--- config.mk ---
export PLATFORM = sky130hd
export DESIGN_NAME = cordic_slot_queue
export DESIGN_NICKNAME = d
export VERILOG_FILES = /design/src/design/cordic_slot_queue.sv
export SDC_FILE = /design/constraint.sdc
export NUM_CORES = 1
export LEC_CHECK = 0
export BUFFER_PORTS_ARGS = -buffer_cell sky130_fd_sc_hd__buf_2
export CAP_MARGIN = 20
export CORE_AREA = 2 2 39 41
export DETAILED_ROUTE_END_ITERATION = 8
export DIE_AREA = 0 0 41 43
export GPL_TIMING_DRIVEN = 1
export HOLD_SLACK_MARGIN = 0.02
export PLACE_DENSITY_LB_ADDON = 0.2
export SLEW_MARGIN = 40
export SYNTH_ARGS = -nofsm -noshare
export SYNTH_HDL_FRONTEND = slang
export SYNTH_SLANG_ARGS = --single-unit
--- constraint.sdc ---
create_clock -name clk -period 2.08 [get_ports clk]
set_clock_uncertainty 0.1 [all_clocks]
set_input_delay 0.416 -clock clk [delete_from_list [all_inputs] [get_ports clk]]
set_output_delay 0.416 -clock clk [all_outputs]
set_load 0.01 [all_outputs]
--- src/design/cordic_slot_queue.sv ---
// Small circular FIFO with a type-parameterized payload, used for the request and response queues
`timescale 1ns/10ps

module cordic_slot_queue #(
    parameter type payload_t = logic,
    parameter int  depth     = 2
) (
    input  logic     clk,
    input  logic     reset,
    input  logic     push,
    input  payload_t push_data,
    input  logic     pop,
    output payload_t head,
    output logic     not_empty,
    output logic     full
);

    localparam int ptr_w = (depth > 1) ? $clog2(depth) : 1;
    localparam int cnt_w = $clog2(depth + 1);

    payload_t         slots [depth];
    logic [ptr_w-1:0] rd_ptr;
    logic [ptr_w-1:0] wr_ptr;
    logic [cnt_w-1:0] count;

    // Wraps at depth, so depth need not be a power of two
    function automatic logic [ptr_w-1:0] next_ptr(input logic [ptr_w-1:0] p);
        if (p == ptr_w'(depth - 1)) begin
            return '0;
        end
        return p + 1'b1;
    endfunction

    // Pointers and occupancy
    always_ff @(posedge clk or posedge reset) begin
        if (reset) begin
            rd_ptr <= '0;
            wr_ptr <= '0;
            count  <= '0;
        end else begin
            if (push) begin
                wr_ptr <= next_ptr(wr_ptr);
            end
            if (pop) begin
                rd_ptr <= next_ptr(rd_ptr);
            end
            if (push && !pop) begin
                count <= count + 1'b1;
            end else if (pop && !push) begin
                count <= count - 1'b1;
            end
        end
    end

    // Slot storage
    always_ff @(posedge clk) begin
        if (push) begin
            slots[wr_ptr] <= push_data;
        end
    end

    // Head shows a push one cycle later
    assign head      = slots[rd_ptr];
    assign not_empty = (count != '0);
    assign full      = (count == cnt_w'(depth));

    // A push into a full queue means the sender overspent its credits
    a_no_overflow: assert property (@(posedge clk) disable iff (reset) !(push && full));
    a_no_underflow: assert property (@(posedge clk) disable iff (reset) !(pop && !not_empty));

endmodule

# Word-level counts from Yosys, hierarchy flattened
# Memory sizes are Yosys's and may differ from the RTL's.
# Cells that the tools add are included.
# W data, S select, Z words.
[word_totals]
n_memories = 1
mem_bits_ro = 0
ram_bits = 2
latchBits = 0
out_inout_bits = 3
register_bits = 4
[classes]
n_lt_le_gt_ge = 0
bitwise_logic = 0
n_reduce_logical = 6
n_addsub = 4
n_mux = 12
n_eq_ne = 1
mul = 0
n_div = 0
shifts = 0
[mem_list]
columns = ["name", "depth", "word_bits", "rd", "rd_ports_with_merged_regs", "wr", "line_no", "source"]
rows = [
  ["slots", 2, 1, 1, 0, 1, "21", "payload_t slots [depth];"],
]
[ops]
columns = ["cell", "count"]
rows = [
  ["$mux W1", 10],
  ["$mux W2", 2],
  ["$reduce_bool A2 Y1", 2],
  ["$add A1 B1 Y1 const B", 2],
  ["$add A2 B1 Y2 const B", 1],
  ["$eq A2 B2 Y1 const B", 1],
  ["$logic_and A1 B1 Y1", 2],
  ["$logic_not A1 Y1", 2],
  ["$sub A2 B1 Y2 const B", 1],
]

# Logic depth before layout (Yosys ltp)
[logic_depth]
ltp_word = 4
ltp_mapped = 5
ltp_nobuf = 5

# Worst setup path after synthesis
# OpenSTA, ideal clock, no wires.
[synth_timing]
path_type = "reg2out"
start = "reg rd_ptr"
end = "out head"
slack_ns = 0.843
t_arrival_ns = 0.721
path_buffers = 0
path_stages_with_launch = 2
cell_sequence = "dfrtp_1 mux2_1"
[synth_via]
elab_chain_len = 1
[synth_rtl]
columns = ["element", "line_no", "source"]
rows = [
  ["start, declared", "22", "logic [ptr_w-1:0] rd_ptr;"],
  ["start signal, assigned", "45", "rd_ptr <= next_ptr(rd_ptr);"],
  ["$mem_v2 Z2 W1", "n/a", ""],
  ["end, declared", "13", "output payload_t head,"],
]
# No other way between the ends.

# Final worst setup path
# Ends and elaborated chain as after synthesis.

==> run_results.csv <==
group,metric,value,unit
synthesis,synth.avg_cell_area,13.33,µm²
layout,drive_above_1_share,34.38,%
clock_tree,ctsHtreeMaxLevel,1,
sta,slew_headroom,89.01,%
global_route,gr-total-overflow,0,
critical_path,timing.rr.start,"count[0]$_DFFE_PP0P_",
floorplanning,die_h,43,µm
global_route,grt_pass1_vias,180,
floorplanning,die_w,41,µm
clock_tree,cts_tree,"built",
drt,vias_per_cell,3.500,
synthesis,syn_inst,20,
drt,wire_per_inst,9.021,µm
clock_tree,clk_path_buf_depth,2,
job,drv_cap,0,
clock_tree,cts-buffers-inserted,3,
critical_path,endpoint_kind,"primary output",
synthesis,synth.distinct_cells,12,
sta,hold_violations,0,
critical_path,cp.arrival,1.09,ns
min_path,min_from,"push_data",
min_path,min_path_type,"input port to flop",
layout,regArea,160.2,µm²
synthesis,syn_nets,26,
critical_path,required,1.56,ns
sta,min_period,1.608,ns
synthesis,syn-cell-area,266.5,µm²
floorplanning,coreArea,1384,µm²
clock_tree,clock_latency,0.25,ns
layout,multi_input_area,98.84,µm²
sta,worstMarginPinSlew,0.1647,ns
layout,diodes,0,
place,dp_slack,0.7289,ns
clock_tree,clk_pin_slew_worst_paths,0.05,ns
pwr,ir_worst_vdd,0.0002688,V
place,io_buffers,7,
drt,drtPass1Iterations,2,
sta,drv_slew,0,
drt,drtIter0Drc,2,
layout,fill_cells,153,
global_route,antenna_found_initial,0,
layout,final_cell_mix,"buf_2 (7), xor2_1 (4), dfrtp_1 (4)",
sta,fin_tns_setup,0,ns
outcome,outcome,"finished, final reports clean",
layout,areaGrowthSynthToFinish,34.27,%
drt,totalWireLength,433,µm
layout,final_nets,39,
drt,antenna_left,0,
sta,fin_crit_sh,77.30,%
critical_path,cp-startpoint,"rd_ptr$_DFFE_PP0P_",
clock_tree,clock_sinks,6,
critical_path,crit_fanout,2,
global_route,grt_use_total,6.673,%
sta,rsz0062_at_grt,"no",
drt,drc,0,
critical_path,critical_path_class,"flop to primary output",
synthesis,ys_seq_area_share,60.09,%
clock_tree,root_buffer,"clkbuf_4",
layout,layout_commonest_cell,"buf_2",
sta,fin_ws,0.4722,ns
pwr,powerDensity,1296,nW/µm²
global_route,grt_max_degree,5,
floorplanning,initial_core_util,19.26,%
sta,setup_viol,0,
critical_path,critPathLaunchType,"flop",
drt,vias,168,
floorplanning,die_area,1763,µm²
floorplanning,rows,14,
floorplanning,io_pins,8,
pwr,leakagePower,0.1688,nW
place,gp_congestion,0.6433,
sta,fmax,622.0,MHz
synthesis,ys_ff_latch,6,
synthesis,yosys_warnings,0,
sta,fin_hold_ws,0.2550,ns
global_route,grt_pass1_wl,710,µm
-- cell type report --
class	count	share of cell area, %
sequential	6	44.76
inverter	2	2.098
multi-input combinational	12	27.62
tap	16	5.594
timing repair buffer	8	12.59
clock buffer	4	7.343
-- worst paths after layout --
check	to	slack, ns	cells past startpoint
worst max register to register	count[1]$_DFFE_PP0P_	1.04	3
worst max-delay path	head	0.47	2
max in group asynchronous	count[1]$_DFFE_PP0P_	1.23	3
worst min register to register	count[1]$_DFFE_PP0P_	0.38	1
worst min-delay path	slots[0]$_DFFE_PP_	0.26	1
min in group asynchronous	wr_ptr$_DFFE_PP0P_	0.49	3
-- synthesized netlist by cell type (all sizes together) --
library cell,instances,area (µm²)
and2,1,6.260
and2b,1,8.760
xor2,4,35.03
xnor2,1,8.760
inv,2,7.510
nor2b,1,6.260
nor2,1,3.750
or2,1,6.260
edfxtp,2,60.06
dfrtp,4,100.1
mux2,1,11.26
ha,1,12.51
-- metrics by stage --
step / power (W) / instance area (µm²) / cells / util (%)
finish: 0.0004636 / 357.8 / 48 / 25.86
CTS: 0.0004700 / 357.8 / 48 / 25.86
detailed placement: 0.0003461 / 321.6 / 43 / 23.24
global placement: 0.0003382 / 321.6 / 43 / 23.24
floorplan: 0.0002975 / 266.5 / 20 / -
global route: 0.0004921 / 357.8 / 48 / 25.86
-- where the power goes --
part / switching, W / leakage (nW) / internal (W)
Sequential: 0.0000387 / 0.0654 / 0.000173
Combinational: 0.0000571 / 0.0885 / 0.0000749
Clock: 0.0000471 / 0.0150 / 0.0000730
Total: 0.000143 / 0.169 / 0.000321
-- timing repair --
| item | in CTS | in global routing |
|---|---|---|
| endpoints found under the hold margin | 4 | 0 |
| gates resized for setup | 0 | 0 |
| setup endpoints to repair | 0 | 0 |
| hold buffers | 1 | 0 |
| buffers inserted | 0 | 0 |
-- routing by layer --
metal | vias to the layer above | track usage (%) | part of all wire [%]
met5 | - | 0 | 0
met4 | 0 | 8.000 | 3.7
met3 | 2 | 3.141 | 11
met2 | 7 | 8.125 | 44
met1 | 74 | 7.237 | 42
li1 | 85 | - | -
-- flip-flops by register name (all words and copies together) (netlist names) --
signal  flops
wr_ptr      1
slots       2
rd_ptr      1
count       2
-- worst max-delay path: stages (launching register included) --
cell and delay [ns]:
dfrtp_1 0.39, mux2_1 0.31, buf_2 0.14
-- cells by family after synthesis --
family / after synthesis / share of synthesized area, %
flops: 6 / 60.10
mux: 1 / 4.225
simple gates: 5 / 11.74
fa+ha+maj: 1 / 4.694
xor+xnor: 5 / 16.43
buf+inv: 2 / 2.818
Note: power is estimated with default switching activity, not from simulation.
