[config.mk]
export PLATFORM = sky130hd
export DESIGN_NAME = cordic_ctrl
export DESIGN_NICKNAME = d
export VERILOG_FILES = /design/src/design/cordic_num_pkg.sv /design/src/design/cordic_ctrl.sv
export VERILOG_INCLUDE_DIRS = /design/src /design/src/design
export SDC_FILE = /design/constraint.sdc
export NUM_CORES = 1
export LEC_CHECK = 0
export BUFFER_PORTS_ARGS = -buffer_cell sky130_fd_sc_hd__buf_2
export CORE_MARGIN = 8
export CORE_UTILIZATION = 49
export DETAILED_ROUTE_END_ITERATION = 7
export MAX_ROUTING_LAYER = met4
export PLACE_DENSITY = 0.75
export SLEW_MARGIN = 15
export SYNTH_ARGS = -nofsm -noshare
export SYNTH_HDL_FRONTEND = slang
export SYNTH_SLANG_ARGS = --single-unit
[constraint.sdc]
create_clock -name clk -period 2.3 [get_ports clk]
set_input_delay 0.345 -clock clk [delete_from_list [all_inputs] [get_ports clk]]
set_output_delay 0.345 -clock clk [all_outputs]
set_load 0.02 [all_outputs]
[src/design/cordic_defines.svh]
// Iteration count, widths, FP80 bias and queue depths for the CORDIC unit; include where needed
`ifndef CORDIC_DEFINES_SVH
`define CORDIC_DEFINES_SVH

// Micro-rotations per job
`define CORDIC_ITERS 50

// Q2.62 working format
`define CORDIC_FIX_W 64
`define CORDIC_FRAC_BITS 62

// FP80 exponent bias
`define FP80_BIAS 16383

// Queue depths and credits held after reset
`define CORDIC_REQ_DEPTH 2
`define CORDIC_RSP_DEPTH 2
`define CORDIC_RSP_CREDITS 2

`endif

[src/design/cordic_num_pkg.sv]
// Number formats for the CORDIC datapath and its model: FP80, Q2.62 and the arctangent constants
`include "cordic_defines.svh"

package cordic_num_pkg;

    // FP80 with explicit leading mantissa bit
    typedef struct packed {
        logic        sign;
        logic [14:0] exponent;
        logic [63:0] mantissa;
    } fp80_t;

    // Signed Q2.62
    typedef logic signed [`CORDIC_FIX_W-1:0] fix_t;

    // Micro-rotation index
    typedef logic [$clog2(`CORDIC_ITERS)-1:0] iter_t;

    // 1/K, the inverse CORDIC gain, used as the rotation start vector
    localparam fix_t inv_gain_q62 = 64'h26DD3B6A07DBAC00;

    // pi/4 rounded to Q2.62
    localparam fix_t quarter_pi_q62 = 64'h3243F6A8885A308D;

    // ========================================
    // Arctangent constants
    // ========================================

    // atan(2^-i) in Q2.62, rounded to nearest
    // Taylor series evaluated at 2^-126 scale, then rounded down to 2^-62
    // Series is alternating, so the partial sum never goes negative
    function automatic fix_t atan_q62(input int i);
        logic [127:0] acc;
        logic [127:0] term;
        int           e;
        acc = '0;
        // Series converges too slowly at x = 1
        if (i == 0) begin
            return quarter_pi_q62;
        end
        for (int k = 0; k < 64; k++) begin
            // Term k is 2^(126 - i*(2k+1)) / (2k+1)
            e = 126 - i * (2 * k + 1);
            if (e >= 0) begin
                term = (128'd1 << e) / 128'(2 * k + 1);
                if (k % 2 == 0) begin
                    acc = acc + term;
                end else begin
                    acc = acc - term;
                end
            end
        end
        // Round half up into the 62 fraction bits
        return fix_t'((acc + (128'd1 << 63)) >> 64);
    endfunction

endpackage

[src/design/cordic_ctrl.sv]
// Job sequencing FSM for the CORDIC unit with iteration count and credit flow on both sides
`timescale 1ns/10ps
`include "cordic_defines.svh"

module cordic_ctrl (
    input  logic                  clk,
    input  logic                  reset,
    input  logic                  req_ready,
    output logic                  req_pop,
    output logic                  load,
    output logic                  step,
    output cordic_num_pkg::iter_t iter,
    output logic                  pack,
    output logic                  rsp_push,
    input  logic                  rsp_full,
    input  logic                  rsp_ready,
    output logic                  rsp_pop,
    input  logic                  rsp_credit,
    output logic                  req_credit
);

    // One spare count so an overflow shows up instead of wrapping
    localparam int credit_w = $clog2(`CORDIC_RSP_CREDITS + 2);

    typedef enum logic [1:0] {
        ST_IDLE,
        ST_ITERATE,
        ST_PACK,
        ST_HOLD
    } state_t;

    state_t                state;
    cordic_num_pkg::iter_t iter_cnt;
    logic [credit_w-1:0]   credits;

    // ========================================
    // Strobes
    // ========================================

    // Pop and load on the same edge
    assign req_pop  = (state == ST_IDLE) && req_ready;
    assign load     = req_pop;
    assign step     = (state == ST_ITERATE);
    assign iter     = iter_cnt;
    assign pack     = (state == ST_PACK);
    // Finished job waits in the packer while the output queue is full
    assign rsp_push = (state == ST_HOLD) && !rsp_full;
    assign rsp_pop  = rsp_ready && (credits != '0);

    // Job FSM
    always_ff @(posedge clk or posedge reset) begin
        if (reset) begin
            state    <= ST_IDLE;
            iter_cnt <= '0;
        end else begin
            case (state)
                ST_IDLE: begin
                    if (req_ready) begin
                        state    <= ST_ITERATE;
                        iter_cnt <= '0;
                    end
                end
                ST_ITERATE: begin
                    if (iter_cnt == cordic_num_pkg::iter_t'(`CORDIC_ITERS - 1)) begin
                        state <= ST_PACK;
                    end else begin
                        iter_cnt <= iter_cnt + 1'b1;
                    end
                end
                ST_PACK: state <= ST_HOLD;
                ST_HOLD: begin
                    if (!rsp_full) begin
                        state <= ST_IDLE;
                    end
                end
                default: state <= ST_IDLE;
            endcase
        end
    end

    // ========================================
    // Credits
    // ========================================

    // Consumer credits, up on return and down on each result sent
    always_ff @(posedge clk or posedge reset) begin
        if (reset) begin
            credits <= credit_w'(`CORDIC_RSP_CREDITS);
        end else if (rsp_credit && !rsp_pop) begin
            credits <= credits + 1'b1;
        end else if (rsp_pop && !rsp_credit) begin
            credits <= credits - 1'b1;
        end
    end

    // One credit back to the producer per popped request
    always_ff @(posedge clk or posedge reset) begin
        if (reset) begin
            req_credit <= 1'b0;
        end else begin
            req_credit <= req_pop;
        end
    end

    // Consumer must never return more credits than it was given
    a_credit_bound: assert property (@(posedge clk) disable iff (reset)
        credits <= credit_w'(`CORDIC_RSP_CREDITS));

endmodule

======== After elaboration in Yosys (flattened, before gate mapping) ========
Index checks and enable logic that the tools add are counted.
word-level totals
  flip-flop bits (word level) ............. 11
  input port bits ......................... 6
  output and inout bits ................... 13
  word-level logic and storage cells ...... 38
cells by class
  add/sub/neg operators ................... 3
  eq/ne operators ......................... 8
  mux-type cells .......................... 9
  reduce and logical (&&, ||, !) cells .... 14
operators with widths
  kind                                                 count
  two-way mux 6 bit                                    2
  case mux 6 bit (2 select lines)                      1
  two-way mux 2 bit                                    5
  case mux 2 bit (4 select lines)                      1
  adder 6 x 1 -> 6 bit, second input constant          1
  equality test 6 bit, second input constant           1
  != test 2 bit, second input constant                 3
  AND reduction 3 bit                                  2
  nonzero test 2 bit                                   3
  logical AND 1 bit                                    5
  equality test 2 bit, second input constant           2
  zero test 1 bit                                      3
  adder 2 x 1 -> 2 bit, second input constant          1
  equality test 2 x 1 -> 1 bit, second input constant  1
  zero test 2 bit                                      1
  != test 2 x 1 -> 1 bit, second input constant        1
  subtractor 2 x 1 -> 2 bit, second input constant     1

======== Logic depth before layout (Yosys ltp) ========
  word-level depth ........................ 5
  depth in mapped cells ................... 7
  gate-level depth less buffers ........... 6

======== Worst setup path before layout ========
OpenSTA, ideal clock, no wires.
  path kind ............................... flip-flop to flip-flop
  start point ............................. register state[1]
  end point ............................... register state[1]
  data arrival time ....................... 1737 ps
  data required time ...................... 2175 ps
  path slack .............................. 438 ps
  cell stages (with the launch flop) ...... 7
  buffers on the path ..................... 1
  path through ............................ dfrtp_1 inv_1 ha_1 clkbuf_1 a221o_1 a21oi_2 mux2_2
between the ends
  cells in the longest elaborated chain, start to end .. 3
RTL lines
  what                                     RTL line           text
  start, declared                          cordic_ctrl.sv:32  state_t state;
  start signal, assigned                   cordic_ctrl.sv:53  state <= ST_IDLE;
  start signal, assigned                   cordic_ctrl.sv:59  state <= ST_ITERATE;
  start signal, assigned                   cordic_ctrl.sv:65  state <= ST_PACK;
  equality test 2 x 1 -> 1 bit *           n/a
  via step                                 cordic_ctrl.sv:11  output logic step,
  != test 2 x 1 -> 1 bit (no source line)  n/a
  AND reduction 3 bit (no source line)     n/a
The timed path passes the listed nets; every way through them passes the cells marked *.
A chain may end at the register's enable or synchronous reset.

======== Worst setup path in the final report ========
  start point ............................. register state[0]
  end point ............................... register state[1]
between the ends
  cells in the longest elaborated chain, start to end .. 3
RTL lines
  what                                                                      RTL line           text
  equality test 2 bit, or another cell as far along                         cordic_ctrl.sv:56  case (state)
  != test 2 bit (no source line) or != test 2 x 1 -> 1 bit (tied branches)  n/a
  AND reduction 3 bit (no source line)                                      n/a
Parallel ways exist; a longest one is shown, timed or not.

==> summary.txt <==
Cells and area
  • Proportion of layout cells with a drive suffix above 1: 32.2%
  • Fill count: 126
  • Area of the multi-input gates: 390 sq um
  • Final core occ: 62.6%
  • Synth-to-Final Area Change: 17.7%
  • Register Area: 277 sq um
  • Number of nets at the end of the flow: 105
  • Non-filler instance count after layout: 105
  • Cell area after layout: 825 sq um
  • Diode count: 0

Critical path
  • Sort of element at the end of the critical path: flop
  • Class of the most critical setup path: reg -> reg
  • Worst endpoint required time: 2460 ps
  • Startpoint class of the critical path: flop
  • Data arrival time of the critical path: 1990 ps
  • Crit path max fanout: 6

Power and ir drop
  • Share of power burned in combinational logic: 55.7%
  • Pwr Density: 1340 mW/mm^2
  • Static leakage power: 0.000439 uW
  • Sequential fraction of design power: 32.3%
  • Clock network fraction of total power: 11.9%
  • Internal power contribution: 608 uW
  • Fraction of power spent switching nets: 45.0%
  • Max IR drop VDD: 710 uV
  • NetSw: 497 uW

CTS
  • CTS Buf Count: 3
  • H-tree depth: 1
  • Clock root cell: sky130_fd_sc_hd__clkbuf_4
  • Worst-path clk slew: 70 ps
  • Deepest clock path buffer count: 2
  • Hold bufs inserted after CTS: 0
  • Number of sinks handled by clock tree synthesis: 11
  • Clock latency at the later pin of the worst-skew pair: 270 ps
  • Total of cells resized after clock tree synthesis: 0
  • Post-CTS Setup Bufs: 0
  • CTS tree: done

Timing
  • Worst Skew: 6.98 ps
  • Number of max-slew violations in the final report: 0
  • Post-layout min period: 1840 ps
  • Period utilization: 79.8%
  • Slew at the pin closest to its max-slew limit: 488 ps
  • Setup TNS after final layout: 0 ps
  • Setup-failing EPs final: 0
  • Number of hold violations in the final report: 0
  • Slew margin rel.: 67.1%
  • Fmax achieved: 545 MHz
  • RSZ-0062 raised after global routing: no
  • Setup WS post-layout: 464 ps

Routing
  • Number of vias per cell: 5.47
  • Highest metal layer with signal wires: met4
  • Metal3 WL: 59 um
  • Vias post-DR: 574
  • Router iterations before antenna repair: 2
  • Antenna viol nets, final: 0
  • Number of DRC violations after detailed-routing iteration 0: 5
  • WL met2: 809 um
  • Metal1 wirelength: 619 um
  • Drc violations: 0
  • Routed wire length per instance: 14.4 um
  • Routed WL: 1510 um

Placement
  • Number of I/O port buffers: 18
  • Pre-CTS WS: 473 ps
  • Detailed placer's ending HPWL: 1180 um
  • Total placed cells including tap cells: 101
  • Placed Area: 798 sq um
  • Placer Congestion: 0.736

Floorplan
  • Die area: 0.00290 sq mm
  • Count of standard-cell rows: 13
  • Area of the core: 0.00132 sq mm
  • Die X: 53.8 um
  • Die extent in y: 53.8 um
  • Initial standard-cell utilization of the core: 53.2%
  • Top-level port count: 19

Logic synthesis
  • Number of distinct standard cells referenced by the synthesized netlist: 33
  • Post-Syn Instances: 70
  • Post-synthesis sequential element count: 11
  • Warnings, synthesis: 0
  • Mapped Avg Cell Area: 10.0 sq um
  • Portion of the post-synthesis area used by sequential elements: 39.5%
  • Post-synth net total: 84
  • Netlist area before placement: 701 sq um

GRT
  • Maximum number of pins on one net before global-route repair: 12
  • Via count of the first global-routing pass: 592
  • Total gr overflow: 0
  • Number of antenna violations at the first check in global routing: 0
  • Wire length of the first global-routing pass: 2530 um
  • Gr usage total: 12.3%

Outcome
  • Run status: finished clean

Job
  • Max-cap check violation count: 0

Min path
  • Hold crit path type: in -> async
[sequential cells by signal, indices dropped and copies added (netlist names)]
name and cells:
req_credit 1, iter 6, state 2, credits 2
[power groups by stage]
stage	combinational (uW)	sequential (uW)	clock, uW
2_1_floorplan	438	385	0
3_3_place_gp	600	353	0
3_5_place_dp	616	361	0
4_1_cts	622	358	136
5_1_grt	682	369	148
6_report	616	357	132
[through the flow]
stage	hold slack, ps	power (uW)
floorplan	197	824
global placement	353	954
global route	92.3	1200
finish	59.0	1100
CTS	63.5	1120
detailed placement	355	977
[kinds of logic after synthesis]
kind of cell,share of synthesized area [%]
adders and majority gates,14.3
buffers and inverters,4.82
muxes,4.46
and+or+nand+nor,15.7
AOI/OAI and AO/OA,17.5
DFF,39.5
xor gates and xnor gates,3.75
[placed cells by master, fill, tap and decap left out, drive strengths merged]
cell and count:
buf 18, dfrtp 10, ha 8, inv 6
nor2 5, o21ai 5, nand2 4, clkbuf 4
a22o 3, nand3 2, nor2b 2, nor3 2
mux2i 2, xor2 2, a21oi 2, nand2b 1
a21o 1, or3b 1, a221o 1, or2 1
xnor2 1, o22ai 1, o31ai 1, and2 1
nand4 1, nor3b 1, a311oi 1, o211a 1
mux2 1, dfstp 1
[layout make-up]
cell class / count / area share, %
clock buffers: 4 / 3.19
inverters: 6 / 2.73
multi-input cells: 51 / 47.3
flip-flops and latches: 11 / 33.5
well taps: 15 / 2.28
repair buffers: 18 / 10.9
[synthesized netlist by cell type]
cell / number / area (sq um)
sky130_fd_sc_hd__nor2_1: 5 / 18.8
sky130_fd_sc_hd__a22o_2: 2 / 20.0
sky130_fd_sc_hd__mux2i_1: 2 / 20.0
sky130_fd_sc_hd__dfstp_2: 1 / 26.3
sky130_fd_sc_hd__o22ai_1: 1 / 6.26
sky130_fd_sc_hd__o211a_1: 1 / 10.0
sky130_fd_sc_hd__a311oi_1: 1 / 8.76
sky130_fd_sc_hd__clkbuf_1: 1 / 3.75
sky130_fd_sc_hd__a22o_1: 1 / 8.76
sky130_fd_sc_hd__nor3b_1: 1 / 7.51
sky130_fd_sc_hd__or2_0: 1 / 6.26
sky130_fd_sc_hd__o31ai_1: 1 / 7.51
sky130_fd_sc_hd__ha_1: 8 / 100
sky130_fd_sc_hd__nor2b_1: 2 / 12.5
sky130_fd_sc_hd__nor3_1: 2 / 10.0
sky130_fd_sc_hd__a21oi_1: 1 / 5.00
sky130_fd_sc_hd__buf_4: 1 / 7.51
sky130_fd_sc_hd__nand2_1: 4 / 15.0
sky130_fd_sc_hd__a21o_2: 1 / 8.76
sky130_fd_sc_hd__nand2b_1: 1 / 6.26
sky130_fd_sc_hd__xor2_1: 2 / 17.5
sky130_fd_sc_hd__inv_1: 6 / 22.5
sky130_fd_sc_hd__dfrtp_1: 10 / 250
sky130_fd_sc_hd__nand3_1: 2 / 10.0
sky130_fd_sc_hd__and2_1: 1 / 6.26
sky130_fd_sc_hd__o21ai_0: 4 / 20.0
sky130_fd_sc_hd__or3b_4: 1 / 11.3
sky130_fd_sc_hd__nand4_1: 1 / 6.26
sky130_fd_sc_hd__a221o_1: 1 / 10.0
sky130_fd_sc_hd__o21ai_2: 1 / 8.76
sky130_fd_sc_hd__xnor2_1: 1 / 8.76
sky130_fd_sc_hd__mux2_2: 1 / 11.3
sky130_fd_sc_hd__a21oi_2: 1 / 8.76
[critical path, stage by stage, from the launching register on]
cell	delay, ps
sky130_fd_sc_hd__dfrtp_1	380
sky130_fd_sc_hd__inv_1	100
sky130_fd_sc_hd__ha_1	270
sky130_fd_sc_hd__nor2b_1	190
sky130_fd_sc_hd__a221o_1	280
sky130_fd_sc_hd__a21oi_2	160
sky130_fd_sc_hd__mux2_2	350
[routing by layer]
layer / GRT usage, % / vias to the layer above
li1: - / 286
met1: 12.8 / 274
met2: 21.8 / 10
met3: 3.31 / 4
met4: 3.78 / 0
met5: - / -
[final timing paths]
check	to	slack, ps	cells after the start	from
worst max-delay path	state[1]	460	6	state[0]
worst min-delay path	iter[4]	60	2	reset
worst max register to register	state[1]	460	6	state[0]
worst min register to register	credits[0]	530	1	credits[0]
max in group asynchronous	credits[1]	1900	2	reset
min in group clk	req_credit	400	2	req_ready
(Power assumes the default switching activity.)
